**src/rasterPkg.sv**
```systemverilog
////////////////////////////////////////////////////////////
// Shared sizes, opcodes and types of the tile rasterizer.
// Screen is fixed at 16 x 16 pixels, color is RGBA4444.
////////////////////////////////////////////////////////////

package rasterPkg;

    ////////////////////////////////////////////////////////////
    // Screen geometry
    ////////////////////////////////////////////////////////////
    localparam int X_RESOLUTION = 16;
    localparam int Y_RESOLUTION = 16;
    localparam int FRAME_SIZE = X_RESOLUTION * Y_RESOLUTION;
    localparam int INDEX_WIDTH = $clog2(FRAME_SIZE);

    ////////////////////////////////////////////////////////////
    // Command stream
    ////////////////////////////////////////////////////////////
    localparam int CMD_WIDTH = 16;
    localparam int PARAM_WORDS = 12;
    localparam int PARAMS_WIDTH = PARAM_WORDS * CMD_WIDTH;

    // Opcode sits in the top nibble of a header word
    localparam logic [3:0] OP_CLEAR = 4'd1;
    localparam logic [3:0] OP_TRIANGLE = 4'd2;
    localparam logic [3:0] OP_COMMIT = 4'd3;

    ////////////////////////////////////////////////////////////
    // Types
    ////////////////////////////////////////////////////////////
    typedef logic [15:0] colorT;
    typedef logic [INDEX_WIDTH-1:0] pixelIndexT;
    typedef logic [3:0] coordT;
    typedef logic signed [15:0] edgeT;

    // Members in stream order, first word lands in the MSBs
    typedef struct packed {
        logic [15:0] bbStart;
        logic [15:0] bbEnd;
        edgeT w0;
        edgeT w1;
        edgeT w2;
        edgeT w0IncX;
        edgeT w1IncX;
        edgeT w2IncX;
        edgeT w0IncY;
        edgeT w1IncY;
        edgeT w2IncY;
        colorT color;
    } triangleParamsT;

endpackage

```
**src/bufferCtrlIf.sv**
```systemverilog
////////////////////////////////////////////////////////////
// Buffer command handshake between parser and color buffer.
// apply is a level held until the one-cycle applied pulse.
////////////////////////////////////////////////////////////

`timescale 1ns/10ps

interface bufferCtrlIf;
    import rasterPkg::*;

    logic apply;
    logic applied;
    logic cmdMemset;
    logic cmdCommit;
    colorT clearColor;

    // Command side
    modport ctrl (
        output apply,
        output cmdMemset,
        output cmdCommit,
        output clearColor,
        input applied
    );

    // Memory side
    modport mem (
        input apply,
        input cmdMemset,
        input cmdCommit,
        input clearColor,
        output applied
    );

endinterface

```
**src/colorBuffer.sv**
```systemverilog
////////////////////////////////////////////////////////////
// Color frame buffer with one write port.
// Fragments must not arrive during a memset or a commit.
////////////////////////////////////////////////////////////

`timescale 1ns/10ps

module colorBuffer (
    input  logic                  aclk,
    input  logic                  rst,
    input  logic                  fragValid,
    input  rasterPkg::pixelIndexT fragIndex,
    input  rasterPkg::colorT      fragColor,
    bufferCtrlIf.mem              bufCtrl,
    output logic                  fbAxisTvalid,
    input  logic                  fbAxisTready,
    output logic                  fbAxisTlast,
    output rasterPkg::colorT      fbAxisTdata
);
    import rasterPkg::*;

    typedef enum logic [1:0] {
        BUF_IDLE,
        BUF_MEMSET,
        BUF_COMMIT
    } bufStateT;

    bufStateT state;
    colorT mem [FRAME_SIZE];
    pixelIndexT cnt;
    logic lastIndex;
    logic loadBeat;
    logic beatDone;
    logic wrEn;
    pixelIndexT wrAddr;
    colorT wrData;

    assign lastIndex = (cnt == pixelIndexT'(FRAME_SIZE - 1));

    // Refill the output register when empty or drained, stop after tlast
    assign loadBeat = (state == BUF_COMMIT) && !(fbAxisTvalid && fbAxisTlast)
                      && (!fbAxisTvalid || fbAxisTready);
    assign beatDone = fbAxisTvalid && fbAxisTready && fbAxisTlast;

    ////////////////////////////////////////////////////////////
    // Write port shared by memset and fragments
    ////////////////////////////////////////////////////////////
    always_comb begin
        if (state == BUF_MEMSET) begin
            wrEn = 1'b1;
            wrAddr = cnt;
            wrData = bufCtrl.clearColor;
        end else begin
            wrEn = fragValid;
            wrAddr = fragIndex;
            wrData = fragColor;
        end
    end

    always_ff @(posedge aclk) begin
        if (wrEn) begin
            mem[wrAddr] <= wrData;
        end
    end

    // Output data register, held while the sink stalls
    always_ff @(posedge aclk) begin
        if (loadBeat) begin
            fbAxisTdata <= mem[cnt];
        end
    end

    ////////////////////////////////////////////////////////////
    // Sweep control
    ////////////////////////////////////////////////////////////
    always_ff @(posedge aclk) begin
        if (rst) begin
            state <= BUF_IDLE;
            cnt <= '0;
            bufCtrl.applied <= 1'b0;
            fbAxisTvalid <= 1'b0;
            fbAxisTlast <= 1'b0;
        end else begin
            bufCtrl.applied <= 1'b0;
            case (state)
                BUF_IDLE: begin
                    // apply is still high in the applied cycle
                    if (bufCtrl.apply && !bufCtrl.applied) begin
                        cnt <= '0;
                        if (bufCtrl.cmdMemset) begin
                            state <= BUF_MEMSET;
                        end else if (bufCtrl.cmdCommit) begin
                            state <= BUF_COMMIT;
                        end else begin
                            bufCtrl.applied <= 1'b1;
                        end
                    end
                end
                BUF_MEMSET: begin
                    cnt <= cnt + pixelIndexT'(1);
                    if (lastIndex) begin
                        bufCtrl.applied <= 1'b1;
                        state <= BUF_IDLE;
                    end
                end
                BUF_COMMIT: begin
                    if (loadBeat) begin
                        fbAxisTvalid <= 1'b1;
                        fbAxisTlast <= lastIndex;
                        cnt <= cnt + pixelIndexT'(1);
                    end else if (beatDone) begin
                        fbAxisTvalid <= 1'b0;
                        fbAxisTlast <= 1'b0;
                        bufCtrl.applied <= 1'b1;
                        state <= BUF_IDLE;
                    end
                end
                default: begin
                    state <= BUF_IDLE;
                end
            endcase
        end
    end

endmodule

```
**src/commandParser.sv**
```systemverilog
////////////////////////////////////////////////////////////
// Decodes the command stream, one word per cycle.
// Stream is blocked until the running command completes.
// Unknown opcodes consume a single word and are ignored.
////////////////////////////////////////////////////////////

`timescale 1ns/10ps

module commandParser (
    input  logic                         aclk,
    input  logic                         rst,
    input  logic                         cmdAxisTvalid,
    output logic                         cmdAxisTready,
    input  logic [rasterPkg::CMD_WIDTH-1:0] cmdAxisTdata,
    output rasterPkg::triangleParamsT    params,
    output logic                         startRendering,
    input  logic                         rasterizerRunning,
    bufferCtrlIf.ctrl                    bufCtrl
);
    import rasterPkg::*;

    typedef enum logic [2:0] {
        PARSE_IDLE,
        PARSE_PARAMS,
        PARSE_CLEAR,
        WAIT_RASTER,
        WAIT_BUFFER
    } parseStateT;

    parseStateT state;
    logic [3:0] paramCnt;
    logic [3:0] opcode;
    logic wordAccepted;

    assign opcode = cmdAxisTdata[CMD_WIDTH-1 -: 4];
    assign wordAccepted = cmdAxisTvalid && cmdAxisTready;

    // Ready only while a command is still being read
    assign cmdAxisTready = (state == PARSE_IDLE) || (state == PARSE_PARAMS)
                           || (state == PARSE_CLEAR);

    ////////////////////////////////////////////////////////////
    // Control FSM
    ////////////////////////////////////////////////////////////
    always_ff @(posedge aclk) begin
        if (rst) begin
            state <= PARSE_IDLE;
            paramCnt <= '0;
            startRendering <= 1'b0;
            bufCtrl.apply <= 1'b0;
            bufCtrl.cmdMemset <= 1'b0;
            bufCtrl.cmdCommit <= 1'b0;
        end else begin
            startRendering <= 1'b0;
            case (state)
                PARSE_IDLE: begin
                    if (wordAccepted) begin
                        case (opcode)
                            OP_TRIANGLE: begin
                                paramCnt <= '0;
                                state <= PARSE_PARAMS;
                            end
                            OP_CLEAR: begin
                                state <= PARSE_CLEAR;
                            end
                            // Commit has no payload, issue it right away
                            OP_COMMIT: begin
                                bufCtrl.apply <= 1'b1;
                                bufCtrl.cmdCommit <= 1'b1;
                                bufCtrl.cmdMemset <= 1'b0;
                                state <= WAIT_BUFFER;
                            end
                            default: begin
                            end
                        endcase
                    end
                end
                PARSE_PARAMS: begin
                    if (wordAccepted) begin
                        paramCnt <= paramCnt + 4'd1;
                        if (paramCnt == 4'(PARAM_WORDS - 1)) begin
                            startRendering <= 1'b1;
                            state <= WAIT_RASTER;
                        end
                    end
                end
                PARSE_CLEAR: begin
                    if (wordAccepted) begin
                        bufCtrl.apply <= 1'b1;
                        bufCtrl.cmdMemset <= 1'b1;
                        bufCtrl.cmdCommit <= 1'b0;
                        state <= WAIT_BUFFER;
                    end
                end
                WAIT_RASTER: begin
                    // Running rises one cycle after the start pulse
                    if (!startRendering && !rasterizerRunning) begin
                        state <= PARSE_IDLE;
                    end
                end
                WAIT_BUFFER: begin
                    if (bufCtrl.applied) begin
                        bufCtrl.apply <= 1'b0;
                        bufCtrl.cmdMemset <= 1'b0;
                        bufCtrl.cmdCommit <= 1'b0;
                        state <= PARSE_IDLE;
                    end
                end
                default: begin
                    state <= PARSE_IDLE;
                end
            endcase
        end
    end

    ////////////////////////////////////////////////////////////
    // Payload capture
    ////////////////////////////////////////////////////////////
    always_ff @(posedge aclk) begin
        if (wordAccepted && (state == PARSE_PARAMS)) begin
            params <= {params[PARAMS_WIDTH-CMD_WIDTH-1:0], cmdAxisTdata};
        end
        if (wordAccepted && (state == PARSE_CLEAR)) begin
            bufCtrl.clearColor <= cmdAxisTdata;
        end
    end

endmodule

```
**src/rasterix.sv**
```systemverilog
////////////////////////////////////////////////////////////
// Top level of the 16 x 16 tile rasterizer.
// Commands run strictly one after another.
////////////////////////////////////////////////////////////

`timescale 1ns/10ps

module rasterix (
    input  logic                            aclk,
    input  logic                            rst,
    input  logic                            cmdAxisTvalid,
    output logic                            cmdAxisTready,
    input  logic [rasterPkg::CMD_WIDTH-1:0] cmdAxisTdata,
    output logic                            fbAxisTvalid,
    input  logic                            fbAxisTready,
    output logic                            fbAxisTlast,
    output rasterPkg::colorT                fbAxisTdata,
    output logic                            dbgRasterizerRunning
);
    import rasterPkg::*;

    triangleParamsT params;
    logic startRendering;
    logic rasterizerRunning;
    logic fragValid;
    pixelIndexT fragIndex;
    colorT fragColor;

    bufferCtrlIf bufCtrl ();

    assign dbgRasterizerRunning = rasterizerRunning;

    commandParser parser (
        .aclk(aclk),
        .rst(rst),
        .cmdAxisTvalid(cmdAxisTvalid),
        .cmdAxisTready(cmdAxisTready),
        .cmdAxisTdata(cmdAxisTdata),
        .params(params),
        .startRendering(startRendering),
        .rasterizerRunning(rasterizerRunning),
        .bufCtrl(bufCtrl.ctrl)
    );

    rasterizer rop (
        .aclk(aclk),
        .rst(rst),
        .params(params),
        .startRendering(startRendering),
        .rasterizerRunning(rasterizerRunning),
        .fragValid(fragValid),
        .fragIndex(fragIndex),
        .fragColor(fragColor)
    );

    colorBuffer frameBuffer (
        .aclk(aclk),
        .rst(rst),
        .fragValid(fragValid),
        .fragIndex(fragIndex),
        .fragColor(fragColor),
        .bufCtrl(bufCtrl.mem),
        .fbAxisTvalid(fbAxisTvalid),
        .fbAxisTready(fbAxisTready),
        .fbAxisTlast(fbAxisTlast),
        .fbAxisTdata(fbAxisTdata)
    );

endmodule

```
**src/rasterizer.sv**
```systemverilog
////////////////////////////////////////////////////////////
// Edge-function rasterizer, one pixel per cycle.
// Walks the bounding box row by row, box must lie on screen.
// Edge sums wrap modulo 2^16, no overflow detection.
////////////////////////////////////////////////////////////

`timescale 1ns/10ps

module rasterizer (
    input  logic                      aclk,
    input  logic                      rst,
    input  rasterPkg::triangleParamsT params,
    input  logic                      startRendering,
    output logic                      rasterizerRunning,
    output logic                      fragValid,
    output rasterPkg::pixelIndexT     fragIndex,
    output rasterPkg::colorT          fragColor
);
    import rasterPkg::*;

    coordT bbStartX;
    coordT bbStartY;
    coordT bbEndX;
    coordT bbEndY;
    coordT xPos;
    coordT yPos;
    logic lastCol;
    logic lastRow;
    logic covered;

    edgeT wInit [3];
    edgeT incX [3];
    edgeT incY [3];
    edgeT edgeVal [3];
    edgeT rowVal [3];

    // x in the low nibble, y in bits 11..8
    assign bbStartX = params.bbStart[3:0];
    assign bbStartY = params.bbStart[11:8];
    assign bbEndX = params.bbEnd[3:0];
    assign bbEndY = params.bbEnd[11:8];

    assign wInit[0] = params.w0;
    assign wInit[1] = params.w1;
    assign wInit[2] = params.w2;
    assign incX[0] = params.w0IncX;
    assign incX[1] = params.w1IncX;
    assign incX[2] = params.w2IncX;
    assign incY[0] = params.w0IncY;
    assign incY[1] = params.w1IncY;
    assign incY[2] = params.w2IncY;

    assign lastCol = (xPos == bbEndX);
    assign lastRow = (yPos == bbEndY);

    // Inside when no edge value is negative
    assign covered = !edgeVal[0][15] && !edgeVal[1][15] && !edgeVal[2][15];

    ////////////////////////////////////////////////////////////
    // Fragment output for the pixel under test
    ////////////////////////////////////////////////////////////
    assign fragValid = rasterizerRunning && covered;
    assign fragIndex = pixelIndexT'(yPos) * pixelIndexT'(X_RESOLUTION) + pixelIndexT'(xPos);
    assign fragColor = params.color;

    always_ff @(posedge aclk) begin
        if (rst) begin
            rasterizerRunning <= 1'b0;
        end else if (startRendering) begin
            rasterizerRunning <= 1'b1;
        end else if (rasterizerRunning && lastCol && lastRow) begin
            rasterizerRunning <= 1'b0;
        end
    end

    ////////////////////////////////////////////////////////////
    // Box walk and edge stepping
    ////////////////////////////////////////////////////////////
    always_ff @(posedge aclk) begin
        if (startRendering) begin
            xPos <= bbStartX;
            yPos <= bbStartY;
            for (int i = 0; i < 3; i++) begin
                edgeVal[i] <= wInit[i];
                rowVal[i] <= wInit[i];
            end
        end else if (rasterizerRunning) begin
            if (lastCol) begin
                // New row starts from the saved row-start values
                xPos <= bbStartX;
                yPos <= yPos + coordT'(1);
                for (int i = 0; i < 3; i++) begin
                    edgeVal[i] <= rowVal[i] + incY[i];
                    rowVal[i] <= rowVal[i] + incY[i];
                end
            end else begin
                xPos <= xPos + coordT'(1);
                for (int i = 0; i < 3; i++) begin
                    edgeVal[i] <= edgeVal[i] + incX[i];
                end
            end
        end
    end

endmodule

```
**config.mk**
```make
export PLATFORM = sky130hd
export DESIGN_NAME = rasterix
export DESIGN_NICKNAME = d
export VERILOG_FILES = /design/src/rasterPkg.sv /design/src/bufferCtrlIf.sv /design/src/colorBuffer.sv /design/src/commandParser.sv /design/src/rasterix.sv /design/src/rasterizer.sv
export SDC_FILE = /design/constraint.sdc
export NUM_CORES = 2
export LEC_CHECK = 0
export BUFFER_PORTS_ARGS = -buffer_cell sky130_fd_sc_hd__buf_2
export CORE_AREA = 8 8 605 607
export DETAILED_ROUTE_END_ITERATION = 12
export DIE_AREA = 0 0 613 615
export HOLD_SLACK_MARGIN = 0.15
export PLACE_DENSITY = 0.67
export SLEW_MARGIN = 20
export SYNTH_ARGS = -nofsm -noshare
export SYNTH_HDL_FRONTEND = slang
export SYNTH_MEMORY_MAX_BITS = 65536
export SYNTH_SLANG_ARGS = --single-unit
```
**constraint.sdc**
```tcl
create_clock -name aclk -period 7.1 [get_ports aclk]
set_input_delay 0.355 -clock aclk [delete_from_list [all_inputs] [get_ports aclk]]
set_output_delay 0.355 -clock aclk [all_outputs]
set_load 0.1 [all_outputs]
```
==> impl_results.md <==
- Status: finished, final reports clean
- HP Class: input port to flip-flop
- Total gr overflow: 0
- CP required: 7790 ps
- Critical path type: flip-flop to flip-flop
- Max capacitance violation total: 0
- Internal power: 41600 uW
- Endpoints failing hold: 0
- Combinational family with the most area after synthesis: multiplexers
- Post-Synth XOR/XNOR Area: 0.479%
- Area of the core: 357000 um^2
- Placed cell areas: 181000 um^2
- Synth Area in Compound Gates: 3.24%
- Top FF cell, synth: edfxtp_1
- Die X: 613 um
- Setup bufs post-CTS: 0
- Ys async rst share: 0%
- Crit path time final: 5210 ps
- CTS Hold Bufs: 32
- Sequential Area: 133000 um^2
- H-tree Lvls: 5
- Vias in the first global route: 87375
- Post-synthesis simple-gate area fraction: 2.07%
- DRT antenna net count: 0
- Synth unique cells: 72
- Switch Pwr: 10400 uW
- Yosys warnings: 0
- RSZ-0062 raised after global routing: no
- WL/cell: 34.0 um
- Avg Synthesized Cell Area: 21.3 um^2
- Max VDD drop: 213 uV
- Root buffer cell: clkbuf_16
- Synthesized cell area: 174000 um^2
- Critical Path Source Type: flip-flop
- TNS Setup: 0 ps
- PortBufs: 39
- Fmax: 192 MHz
- Sequential fraction of the synthesis area: 76.6%
- Synth top area cells: edfxtp_1 (76%), mux4_2 (13%), mux2i_1 (1.6%)
- Post-cts resize count: 0
- Initial antenna violation count: 23
- DRT Wirelength: 469000 um
- Flop pwr share: 55.0%
- Via count: 87940
- Number of synthesized flops with an enable pin: 4408
- # fillers: 26281
- CTS Buffer Depth: 4
- Yosys top cell area share: 76.3%
- Worst setup EP type: flip-flop
- Lkg Pwr: 0.0593 uW
- Maximum fanout along the worst path: 37
- Multiplexer share of the synthesized area: 15.3%
- Area of the multi-input gates: 38700 um^2
- Syn Nets: 8290
- Clock Skews: 71.7 ps
- #FFs+latches synth: 4433
- Initial Utilization: 48.6%
- Total track usage: 24.4%
- Global-route wire length before repair: 663000 um
- RePlAce Congestion: 0.877
- # DRC: 0
- Vias per inst: 6.38
- Largest net degree at the start of global routing: 177
- Synthesis-to-finish area growth: 12.6%
- Tcrit/Tclk final: 73.4%
- Initial DRT Pass Iterations: 6
- Clock power frac: 43.2%
- Dominant cell type by area after synthesis: edfxtp_1
- Worst relative slew slack: 17.1%
- Clock transition at path regs: 60 ps
- Initial DRC Count: 12492
- Synth Area in Adders: 0.776%
- Num CTS Buffers: 435
- Boundary Pins: 40
- DP HPWL: 278000 um
- Switching part of the total: 20.0%
- Layout net count: 8755
- Rows: 220
- Fin. max-slew vios: 0
- Synth Instances: 8166
- Layout cells sized above 1: 24.9%
- Worst-skew pair later-pin latency: 1000 ps
- Combinational power share: 1.8%
- Clock sink count: 4433
- Post-layout instance area: 195000 um^2
- Hold WS: 254 ps
- Die Y-Extent: 615 um
- CTS tree: built
- Pwr Density: 266 nW/um^2
- # setup viols final: 0
- Die ar.: 377000 um^2
- Worst slew pin tran: 1240 ps
- WP data arrival: 5900 ps
cells in the final DEF (no fill, tap or decap), types with 29 or more instances in the layout:
cell type	instances
xnor2_1	51
mux4_2	1039
nand2_1	240
ha_1	97
dlygate4sd3_1	32
nand3_1	39
o221ai_1	29
buf_2	39
bufinv_16	37
clkinv_2	89
mux2i_1	285
o21ai_0	172
inv_1	31
clkbuf_16	440
a21o_1	33
a221oi_1	100
o211ai_1	36
a31oi_1	32
a211oi_1	35
nor3_1	43
xor2_1	44
o22ai_1	29
clkinv_1	130
clkbuf_1	76
nor2_1	339
buf_12	35
nor2_2	74
a22oi_1	60
a21oi_1	192
edfxtp_1	4408
buf_4	353
critical path, cell delays in order (launching register included):
cell and delay, ps:
dfxtp_4 760, buf_16 330, buf_12 220, buf_4 600
mux2i_1 290, a221oi_1 210, a22oi_1 220, o21ai_0 160
a211oi_1 770, o21ai_0 450, a21oi_1 760, a21oi_1 80
synthesized netlist by cell type, types with 11 or more instances:
cell type	number
edfxtp_1	4408
mux4_2	1039
nor2_1	432
mux2i_1	285
nand2_1	260
a21oi_1	193
clkbuf_1	186
o21ai_0	175
a221oi_1	100
buf_2	100
ha_1	98
buf_6	65
a22oi_1	60
xnor2_1	51
nor3_1	45
xor2_1	44
buf_4	39
nand3_1	39
o211ai_1	36
a211oi_1	35
mux2_2	34
a21o_1	33
a31oi_1	32
inv_1	32
buf_1	31
o22ai_1	30
o221ai_1	29
dfxtp_1	25
nand2b_1	18
o21a_1	17
o31ai_1	16
a222oi_1	13
a22o_1	13
and3_1	11
o21bai_1	11
state kept, by name, indices dropped and copies added, names as in the netlist:
register and count:
frameBuffer.bufCtrl.applied 1, frameBuffer.cnt 8, frameBuffer.fbAxisTdata 16, frameBuffer.fbAxisTlast 1, frameBuffer.fbAxisTvalid 1, frameBuffer.mem 4096, frameBuffer.state 2, parser.bufCtrl.apply 1
parser.bufCtrl.clearColor 16, parser.bufCtrl.cmdCommit 1, parser.bufCtrl.cmdMemset 1, parser.paramCnt 4, parser.params 176, parser.startRendering 1, parser.state 3, rop.edgeVal 48
rop.rasterizerRunning 1, rop.rowVal 48, rop.xPos 4, rop.yPos 4
cell families (layout without fill, tap and decap cells):
family,Yosys count,after routing
muxes,1358,1358
adders and majority gates,104,104
other,0,8
xor gates and xnor gates,95,95
AOI/OAI and AO/OA,845,845
DFF,4433,4433
and+or+nand+nor,862,862
buffers and inverters,469,1301
layout make-up:
| type | instances | area share, % |
|---|---|---|
| Multi-Input combinational cell | 3264 | 19.8 |
| Timing Repair Buffer | 461 | 2.01 |
| Inverter | 36 | 0.0704 |
| Tap cell | 4773 | 3.06 |
| Sequential cell | 4433 | 68.0 |
| Antenna cell | 8 | 0.0102 |
| Clock inverter | 288 | 1.28 |
| Clock buffer | 516 | 5.78 |
worst paths after layout:
kind / cells past startpoint / startpoint / endpoint / slack, ps
max reg2reg: 11 / frameBuffer.cnt[0] / frameBuffer.fbAxisTdata[3] / 1890
min: 2 / cmdAxisTdata[15] / parser.bufCtrl.clearColor[15] / 250
min reg2reg: 0 / parser.params[92] / parser.params[108] / 440
max: 11 / frameBuffer.cnt[0] / frameBuffer.fbAxisTdata[3] / 1890
power by group through the flow:
stage	Combinational [uW]	Sequential, uW	Clock [uW]
detailed placement	917	29100	0
global placement	887	29100	0
finish	925	28600	22500
floorplan	643	29200	0
global route	984	28600	23600
CTS	933	28600	22700
routing by layer:
metal / global-route usage [%] / up-vias / share of wire (%)
met1: 33.6 / 46372 / 37
met4: 10.8 / 12 / 5.2
met5: 0 / - / 0.054
met3: 5.33 / 1013 / 11
li1: - / 35189 / -
met2: 37.9 / 5354 / 47
through the flow:
stage	util [%]	instances	worst slack [ps]	power, uW
2_1_floorplan	-	8166	537	29800
3_3_place_gp	50.7	12931	1790	30000
3_5_place_dp	50.8	12934	2050	30100
4_1_cts	54.7	13770	2020	52200
5_1_grt	54.7	13772	1950	53200
6_report	54.7	13779	1890	52000
No activity file was read; power rests on OpenSTA's default activity.
